===== config.mk =====
export PLATFORM = sky130hd
export DESIGN_NAME = controlUnit
export DESIGN_NICKNAME = d
export VERILOG_FILES = /design/src/rtl/cpuPkg.sv /design/src/rtl/controlUnit.sv
export SDC_FILE = /design/constraint.sdc
export NUM_CORES = 1
export LEC_CHECK = 0
export BUFFER_PORTS_ARGS = -buffer_cell sky130_fd_sc_hd__clkbuf_2
export CELL_PAD_IN_SITES_DETAIL_PLACEMENT = 1
export CELL_PAD_IN_SITES_GLOBAL_PLACEMENT = 1
export CORE_AREA = 5 5 66 68
export DETAILED_ROUTE_END_ITERATION = 10
export DIE_AREA = 0 0 71 73
export PLACE_DENSITY_LB_ADDON = 0.15
export SLEW_MARGIN = 20
export SYNTH_ARGS = -nofsm -noshare
export SYNTH_HDL_FRONTEND = slang
export SYNTH_SLANG_ARGS = --single-unit

===== constraint.sdc =====
create_clock -name clk -period 1.8 [get_ports clk]
set_clock_uncertainty 0.2 [all_clocks]
set_input_delay 0.18 -clock clk [delete_from_list [all_inputs] [get_ports clk]]
set_output_delay 0.18 -clock clk [all_outputs]
set_load 0.05 [all_outputs]

===== src/rtl/cpuPkg.sv =====
package cpuPkg;

	localparam int wordWidth = 32;
	localparam int regCount = 16;
	localparam int regIdxWidth = 4;
	localparam int addrWidth = 9;
	localparam int memDepth = 512;
	localparam int opWidth = 5;

	typedef logic [wordWidth-1:0] word_t;
	typedef logic [regIdxWidth-1:0] regIdx_t;
	typedef logic [addrWidth-1:0] addr_t;
	typedef logic [opWidth-1:0] opcode_t;

	// instruction field positions in IR
	localparam int opMsb = 31;
	localparam int opLsb = 27;
	localparam int raMsb = 26;
	localparam int raLsb = 23;
	localparam int rbMsb = 22;
	localparam int rbLsb = 19;
	localparam int rcMsb = 18;
	localparam int rcLsb = 15;
	localparam int cWidth = 19;
	localparam int cMsb = cWidth - 1; // sign bit of C

	localparam opcode_t opLd = 5'd0;
	localparam opcode_t opLdi = 5'd1;
	localparam opcode_t opSt = 5'd2;
	localparam opcode_t opAdd = 5'd3;
	localparam opcode_t opSub = 5'd4;
	localparam opcode_t opAnd = 5'd5;
	localparam opcode_t opOr = 5'd6;
	localparam opcode_t opOut = 5'd7;
	localparam opcode_t opHalt = 5'd8;

	// one-hot bus source positions
	localparam int busSrcCount = 5;
	localparam int busReg = 0;
	localparam int busPc = 1;
	localparam int busMdr = 2;
	localparam int busZ = 3;
	localparam int busConst = 4;

	typedef logic [busSrcCount-1:0] busSel_t;

	typedef enum logic [2:0] {aluAdd, aluSub, aluAnd, aluOr, aluInc} aluOp_t;

	typedef enum logic [3:0] {
		idle, t0, t1, t2, t3, t4, t5, t6, t7, t8, outWait, halted
	} ctrlState_t;

endpackage


===== src/rtl/controlUnit.sv =====
`timescale 1ns/1ps
module controlUnit (
	input logic clk,
	input logic reset,
	input logic start,
	input cpuPkg::word_t ir,
	input logic progValid,
	input logic outReady,
	output logic progReady,
	output logic progWe,
	output logic outValid,
	output logic halted,
	output cpuPkg::ctrlState_t state,
	output cpuPkg::busSel_t busSelect,
	output logic pcIn,
	output logic marIn,
	output logic mdrIn,
	output logic mdRead,
	output logic irIn,
	output logic yIn,
	output logic zIn,
	output logic rIn,
	output logic gra,
	output logic grb,
	output logic grc,
	output logic rOut,
	output logic baOut,
	output cpuPkg::aluOp_t aluOp,
	output logic memRead,
	output logic memWrite
);
	import cpuPkg::*;

	ctrlState_t nextState;
	opcode_t op;
	logic isAlu;
	logic isMem;

	assign op = ir[opMsb:opLsb];
	assign isAlu = (op == opAdd) || (op == opSub) || (op == opAnd) || (op == opOr);
	assign isMem = (op == opLd) || (op == opSt); // address is Rb + C

	assign progReady = (state == idle);
	assign progWe = progValid && progReady;
	assign outValid = (state == outWait);
	assign halted = (state == cpuPkg::halted);

	always_ff @(posedge clk) begin
		if (reset) begin
			state <= idle;
		end else begin
			state <= nextState;
		end
	end

	always_comb begin
		nextState = state;
		case (state)
			idle: nextState = start ? t0 : idle;
			t0: nextState = t1;
			t1: nextState = t2;
			t2: nextState = t3;
			t3: begin
				if (op == opOut) begin
					nextState = outWait;
				end else if (op == opHalt) begin
					nextState = cpuPkg::halted;
				end else if (isAlu || isMem || op == opLdi) begin
					nextState = t4;
				end else begin
					nextState = t0; // unknown opcode is skipped
				end
			end
			t4: nextState = t5;
			t5: nextState = isMem ? t6 : t0;
			t6: nextState = t7;
			t7: nextState = (op == opLd) ? t8 : t0;
			t8: nextState = t0;
			outWait: nextState = outReady ? t0 : outWait;
			default: nextState = state;
		endcase
	end

	always_comb begin
		busSelect = '0;
		pcIn = 1'b0;
		marIn = 1'b0;
		mdrIn = 1'b0;
		mdRead = 1'b0;
		irIn = 1'b0;
		yIn = 1'b0;
		zIn = 1'b0;
		rIn = 1'b0;
		gra = 1'b0;
		grb = 1'b0;
		grc = 1'b0;
		rOut = 1'b0;
		baOut = 1'b0;
		aluOp = aluAdd;
		memRead = 1'b0;
		memWrite = 1'b0;
		case (state)
			t0: begin
				busSelect[busPc] = 1'b1; // PC to MAR, PC+1 to Z
				marIn = 1'b1;
				aluOp = aluInc;
				zIn = 1'b1;
			end
			t1: begin
				busSelect[busZ] = 1'b1;
				pcIn = 1'b1;
				memRead = 1'b1;
			end
			t2: begin
				mdrIn = 1'b1;
				mdRead = 1'b1;
				irIn = 1'b1;
			end
			t3: begin
				busSelect[busReg] = 1'b1;
				if (op == opOut) begin
					gra = 1'b1; // Ra onto the bus for the out register
					rOut = 1'b1;
				end else if (isAlu) begin
					grb = 1'b1;
					rOut = 1'b1;
					yIn = 1'b1;
				end else begin
					grb = 1'b1;
					baOut = 1'b1;
					yIn = 1'b1;
				end
			end
			t4: begin
				zIn = 1'b1;
				if (isAlu) begin
					busSelect[busReg] = 1'b1;
					grc = 1'b1;
					rOut = 1'b1;
					case (op)
						opSub: aluOp = aluSub;
						opAnd: aluOp = aluAnd;
						opOr: aluOp = aluOr;
						default: aluOp = aluAdd;
					endcase
				end else begin
					busSelect[busConst] = 1'b1; // Y + C
				end
			end
			t5: begin
				busSelect[busZ] = 1'b1;
				if (isMem) begin
					marIn = 1'b1;
				end else begin
					gra = 1'b1;
					rIn = 1'b1;
				end
			end
			t6: begin
				if (op == opLd) begin
					memRead = 1'b1;
				end else begin
					busSelect[busReg] = 1'b1; // store data into MDR
					gra = 1'b1;
					rOut = 1'b1;
					mdrIn = 1'b1;
				end
			end
			t7: begin
				if (op == opLd) begin
					mdrIn = 1'b1;
					mdRead = 1'b1;
				end else begin
					memWrite = 1'b1;
				end
			end
			t8: begin
				busSelect[busMdr] = 1'b1;
				gra = 1'b1;
				rIn = 1'b1;
			end
			default: begin
			end
		endcase
	end

endmodule


==> metrics.txt <==
# TYPE chip_impl_metric gauge
chip_impl_info{name="setup.worst_path.end_class",value="output port"} 1
chip_impl_metric{name="drt_first_pass_iters",unit=""} 4
chip_impl_info{name="worst_path_max_delay_cell",value="sky130_fd_sc_hd__or4_4"} 1
chip_impl_metric{name="worst_setup_hold_path_clk_slew",unit="ns"} 0.03
chip_impl_info{name="biggestRegsByFlops",value="state (4)"} 1
chip_impl_metric{name="drt_iter0_drcs",unit=""} 27
chip_impl_metric{name="multi_input_area",unit="sq um"} 776
chip_impl_metric{name="initial_core_util",unit="%"} 16.8
chip_impl_metric{name="timing.final.ws_setup",unit="ns"} -0.306
chip_impl_metric{name="antenna_cells_inserted",unit=""} 0
chip_impl_metric{name="area_delta_synth_final",unit="%"} 173
chip_impl_metric{name="fillers",unit=""} 456
chip_impl_metric{name="finalHoldViolations",unit=""} 0
chip_impl_info{name="path_cells",value="buf_6, or4_4, buf_6, a31o_2, or3_4, clkbuf_16"} 1
chip_impl_metric{name="register_area",unit="sq um"} 95.1
chip_impl_metric{name="finalSetupViolCount",unit=""} 9
chip_impl_metric{name="timing.critical_path.fanout_max",unit=""} 3
chip_impl_metric{name="synthCells",unit=""} 104
chip_impl_metric{name="drt-total-wl",unit="microns"} 3090
chip_impl_metric{name="worst_ir_drop_vdd",unit="V"} 0.000166
chip_impl_metric{name="number_of_antenna_violations_at_the_first_check_in_global_routing",unit=""} 0
chip_impl_metric{name="netlist-cell-type-count",unit=""} 36
chip_impl_metric{name="die_width",unit="microns"} 71
chip_impl_metric{name="synth.ff_latch_count",unit=""} 4
chip_impl_metric{name="largest_register_ff_count",unit=""} 4
chip_impl_info{name="grt_setup_unrepaired",value="true"} 1
chip_impl_metric{name="route.met3.wl",unit="microns"} 114
chip_impl_metric{name="global_route.usage.total",unit="%"} 11.8
chip_impl_metric{name="clkSinkCount",unit=""} 4
chip_impl_info{name="regMostFlops",value="state"} 1
chip_impl_metric{name="wl_met1",unit="microns"} 1250
chip_impl_metric{name="via_per_inst",unit=""} 4.52
chip_impl_metric{name="routedWlPerCell",unit="microns"} 13.7
chip_impl_metric{name="synth.yosys.seq_area_share",unit="%"} 12.5
chip_impl_metric{name="cts.htree.levels",unit=""} 1
chip_impl_metric{name="gr-total-overflow",unit=""} 0
chip_impl_metric{name="grt_pass1_wl",unit="microns"} 5060
chip_impl_metric{name="avgSynthCellArea",unit="sq um"} 6.15
chip_impl_metric{name="yosys_warn_count",unit=""} 0
chip_impl_metric{name="finalMaxSlewViolations",unit=""} 0
chip_impl_info{name="timing.hold.worst.class",value="in2reg"} 1
chip_impl_metric{name="chipHeight",unit="microns"} 73
chip_impl_metric{name="number_of_buffers_created_by_cts",unit=""} 3
chip_impl_info{name="violations_in_the_final_reports",value="negative setup slack"} 1
chip_impl_metric{name="nets",unit=""} 213
chip_impl_info{name="critical-path-top-cell-by-count",value="sky130_fd_sc_hd__buf_6"} 1
chip_impl_metric{name="fmaxAchievable",unit="GHz"} 0.475
chip_impl_metric{name="core_region_area",unit="sq um"} 3800
chip_impl_metric{name="tightest_slew",unit="ns"} 0.343
chip_impl_metric{name="worst_path_largest_cell_delay",unit="ns"} 0.54
chip_impl_metric{name="grt_max_degree",unit=""} 11
chip_impl_metric{name="drive_above_1_share",unit="%"} 74.9
chip_impl_metric{name="timing.setup.tns",unit="ns"} -1.74
chip_impl_metric{name="portBuffers",unit=""} 40
chip_impl_metric{name="floorplan.die_area",unit="sq um"} 5180
chip_impl_metric{name="power.static_leakage",unit="nW"} 0.728
chip_impl_metric{name="ios",unit=""} 68
chip_impl_metric{name="cts.path.max_buffers",unit=""} 2
chip_impl_metric{name="headroom_to_the_max_slew_limit",unit="%"} 76.9
chip_impl_metric{name="hpwlAfterDp",unit="microns"} 2350
chip_impl_metric{name="max_cap_violations",unit=""} 0
chip_impl_metric{name="globalplace.congestion",unit=""} 0.791
chip_impl_info{name="worst_setup_path_start_kind",value="primary input"} 1
chip_impl_metric{name="synth_edf_count",unit=""} 0
chip_impl_metric{name="total_power",unit="W"} 0.000935
chip_impl_metric{name="std_cell_rows",unit=""} 23
chip_impl_metric{name="count_of_vias_placed_by_the_detailed_router",unit=""} 1016
chip_impl_info{name="top_signal_layer_used",value="met3"} 1
chip_impl_info{name="tritoncts_clock_tree",value="yes"} 1
chip_impl_metric{name="power_per_cell_area",unit="nW/um^2"} 535
chip_impl_metric{name="drcViolationCount",unit=""} 0
chip_impl_metric{name="route.antenna.remaining_nets",unit=""} 0
chip_impl_metric{name="fin_crit_sh",unit="%"} 117
chip_impl_metric{name="netlist_area",unit="sq um"} 639
chip_impl_metric{name="synth_fp_nets",unit=""} 141
chip_impl_metric{name="synthArstFlopShare",unit="%"} 0
chip_impl_info{name="run_status",value="complete, but fails checks"} 1
chip_impl_metric{name="cp_data_required_time",unit="ns"} 1.42
chip_impl_metric{name="finalCriticalPeriod",unit="ns"} 2.11
chip_impl_info{name="ys.flop_type",value="sky130_fd_sc_hd__dfxtp_1"} 1
chip_impl_metric{name="first_global_vias",unit=""} 1095
chip_impl_info{name="cts_root_buf",value="sky130_fd_sc_hd__clkbuf_8"} 1
chip_impl_metric{name="endpoint_arrival_time_on_the_critical_path",unit="ns"} 1.73
chip_impl_info{name="criticalPathCategory",value="in2out"} 1
chip_impl_metric{name="clk-insertion-delay-late",unit="ns"} 0.22
chip_impl_metric{name="detailroute.wirelength.met2",unit="microns"} 1720
-- cells in the final DEF, fill, tap and decap left out, types with 2 or more instances in the layout --
cell type,netlist,final
sky130_fd_sc_hd__buf_4,1,35
sky130_fd_sc_hd__clkbuf_2,0,13
sky130_fd_sc_hd__buf_6,2,11
sky130_fd_sc_hd__nor2_1,21,9
sky130_fd_sc_hd__nor3_4,0,8
sky130_fd_sc_hd__nor2_2,0,7
sky130_fd_sc_hd__buf_8,0,7
sky130_fd_sc_hd__buf_12,0,7
sky130_fd_sc_hd__a21oi_1,9,6
sky130_fd_sc_hd__nor2_4,0,5
sky130_fd_sc_hd__nand2b_1,6,4
sky130_fd_sc_hd__nand2_2,0,4
sky130_fd_sc_hd__clkbuf_4,0,4
sky130_fd_sc_hd__dfxtp_4,0,4
sky130_fd_sc_hd__a21oi_4,0,3
sky130_fd_sc_hd__clkbuf_8,0,3
sky130_fd_sc_hd__nand2b_4,0,2
sky130_fd_sc_hd__or4_4,2,2
sky130_fd_sc_hd__nor2b_1,4,2
sky130_fd_sc_hd__or2_4,0,2
sky130_fd_sc_hd__inv_1,2,2
sky130_fd_sc_hd__nand2_1,7,2
sky130_fd_sc_hd__o22ai_1,2,2
-- layout make-up --
cell class                 instances  area share [%]
inverter                           2           0.429
multi-input combinational         86            44.4
tap                               50            3.58
clock buffer                       4            2.58
timing repair buffer              79            43.6
sequential                         4            5.44
-- where the power goes --
group	switching, W	total, W	internal (W)
Sequential	0.0000169	0.000113	0.0000966
Combinational	0.000369	0.000618	0.000250
Clock	0.0000515	0.000203	0.000152
-- cell families (layout without fill, tap and decap cells) --
family / after synthesis / count (layout) / share of synthesized area (%)
AND/OR/NAND/NOR: 58 / 58 / 45.4
AO/OA/AOI/OAI: 27 / 27 / 29.5
buffers and inverters: 14 / 85 / 11.2
flip-flops: 4 / 4 / 12.5
XOR/XNOR: 1 / 1 / 1.37
-- worst paths after layout --
kind / startpoint / endpoint / slack, ns / cells past startpoint
setup / recovery: ir[27] / gra / -0.31 / 6
hold / removal: start / state[0] / 0.20 / 4
setup reg to reg: state[2] / state[1] / 0.10 / 5
hold reg to reg: state[2] / state[2] / 0.52 / 3
-- per-stage QoR --
stage	setup WS (ns)	utilization, %	instance area (sq um)	hold slack (ns)	cells
4_1_cts	-0.345	42.9	1630	0.194	222
2_1_floorplan	-0.559	-	887	0.0394	104
3_3_place_gp	-0.361	36.4	1380	0.215	212
3_5_place_dp	-0.383	36.4	1380	0.222	212
5_1_grt	-0.346	46.0	1750	0.236	225
6_report	-0.306	46.0	1750	0.200	225
-- layer usage --
layer / vias up / global-route usage (%)
li1: 508 / -
met1: 484 / 14.2
met2: 24 / 21.9
met3: 0 / 1.38
met4: 0 / 3.13
met5: - / 0
-- synthesized netlist by cell type, drive strengths merged, types with 2 or more instances --
| cell | number | share of area (%) |
|---|---|---|
| or4 | 2 | 3.5 |
| dfxtp | 4 | 13 |
| o21ai | 2 | 1.6 |
| nor2b | 4 | 3.9 |
| or3 | 2 | 2.0 |
| inv | 2 | 1.2 |
| o22ai | 2 | 2.0 |
| nand2 | 7 | 4.1 |
| a21oi | 10 | 8.4 |
| or2 | 2 | 2.0 |
| nor3 | 9 | 7.0 |
| o31ai | 2 | 2.3 |
| nor2 | 21 | 12 |
| buf | 4 | 5.3 |
| nand3 | 2 | 1.6 |
| nand2b | 6 | 5.9 |
| clkbuf | 8 | 4.7 |
-- timing repair --
action | in CTS | in global routing
endpoints found under the setup margin | 22 | 27
hold buffers | 1 | 0
pin swaps | 5 | 12
endpoints found under the hold margin | 3 | 0
resized for setup | 37 | 40
buffers inserted | 5 | 3
gates cloned | 0 | 0
-- worst max-delay path, delay by kind of cell --
kind	cells	cell delay (ns)
simple gates	2	0.93
buf+inv	3	0.41
compound gates	1	0.20
Note: power is estimated with default switching activity, not from simulation.
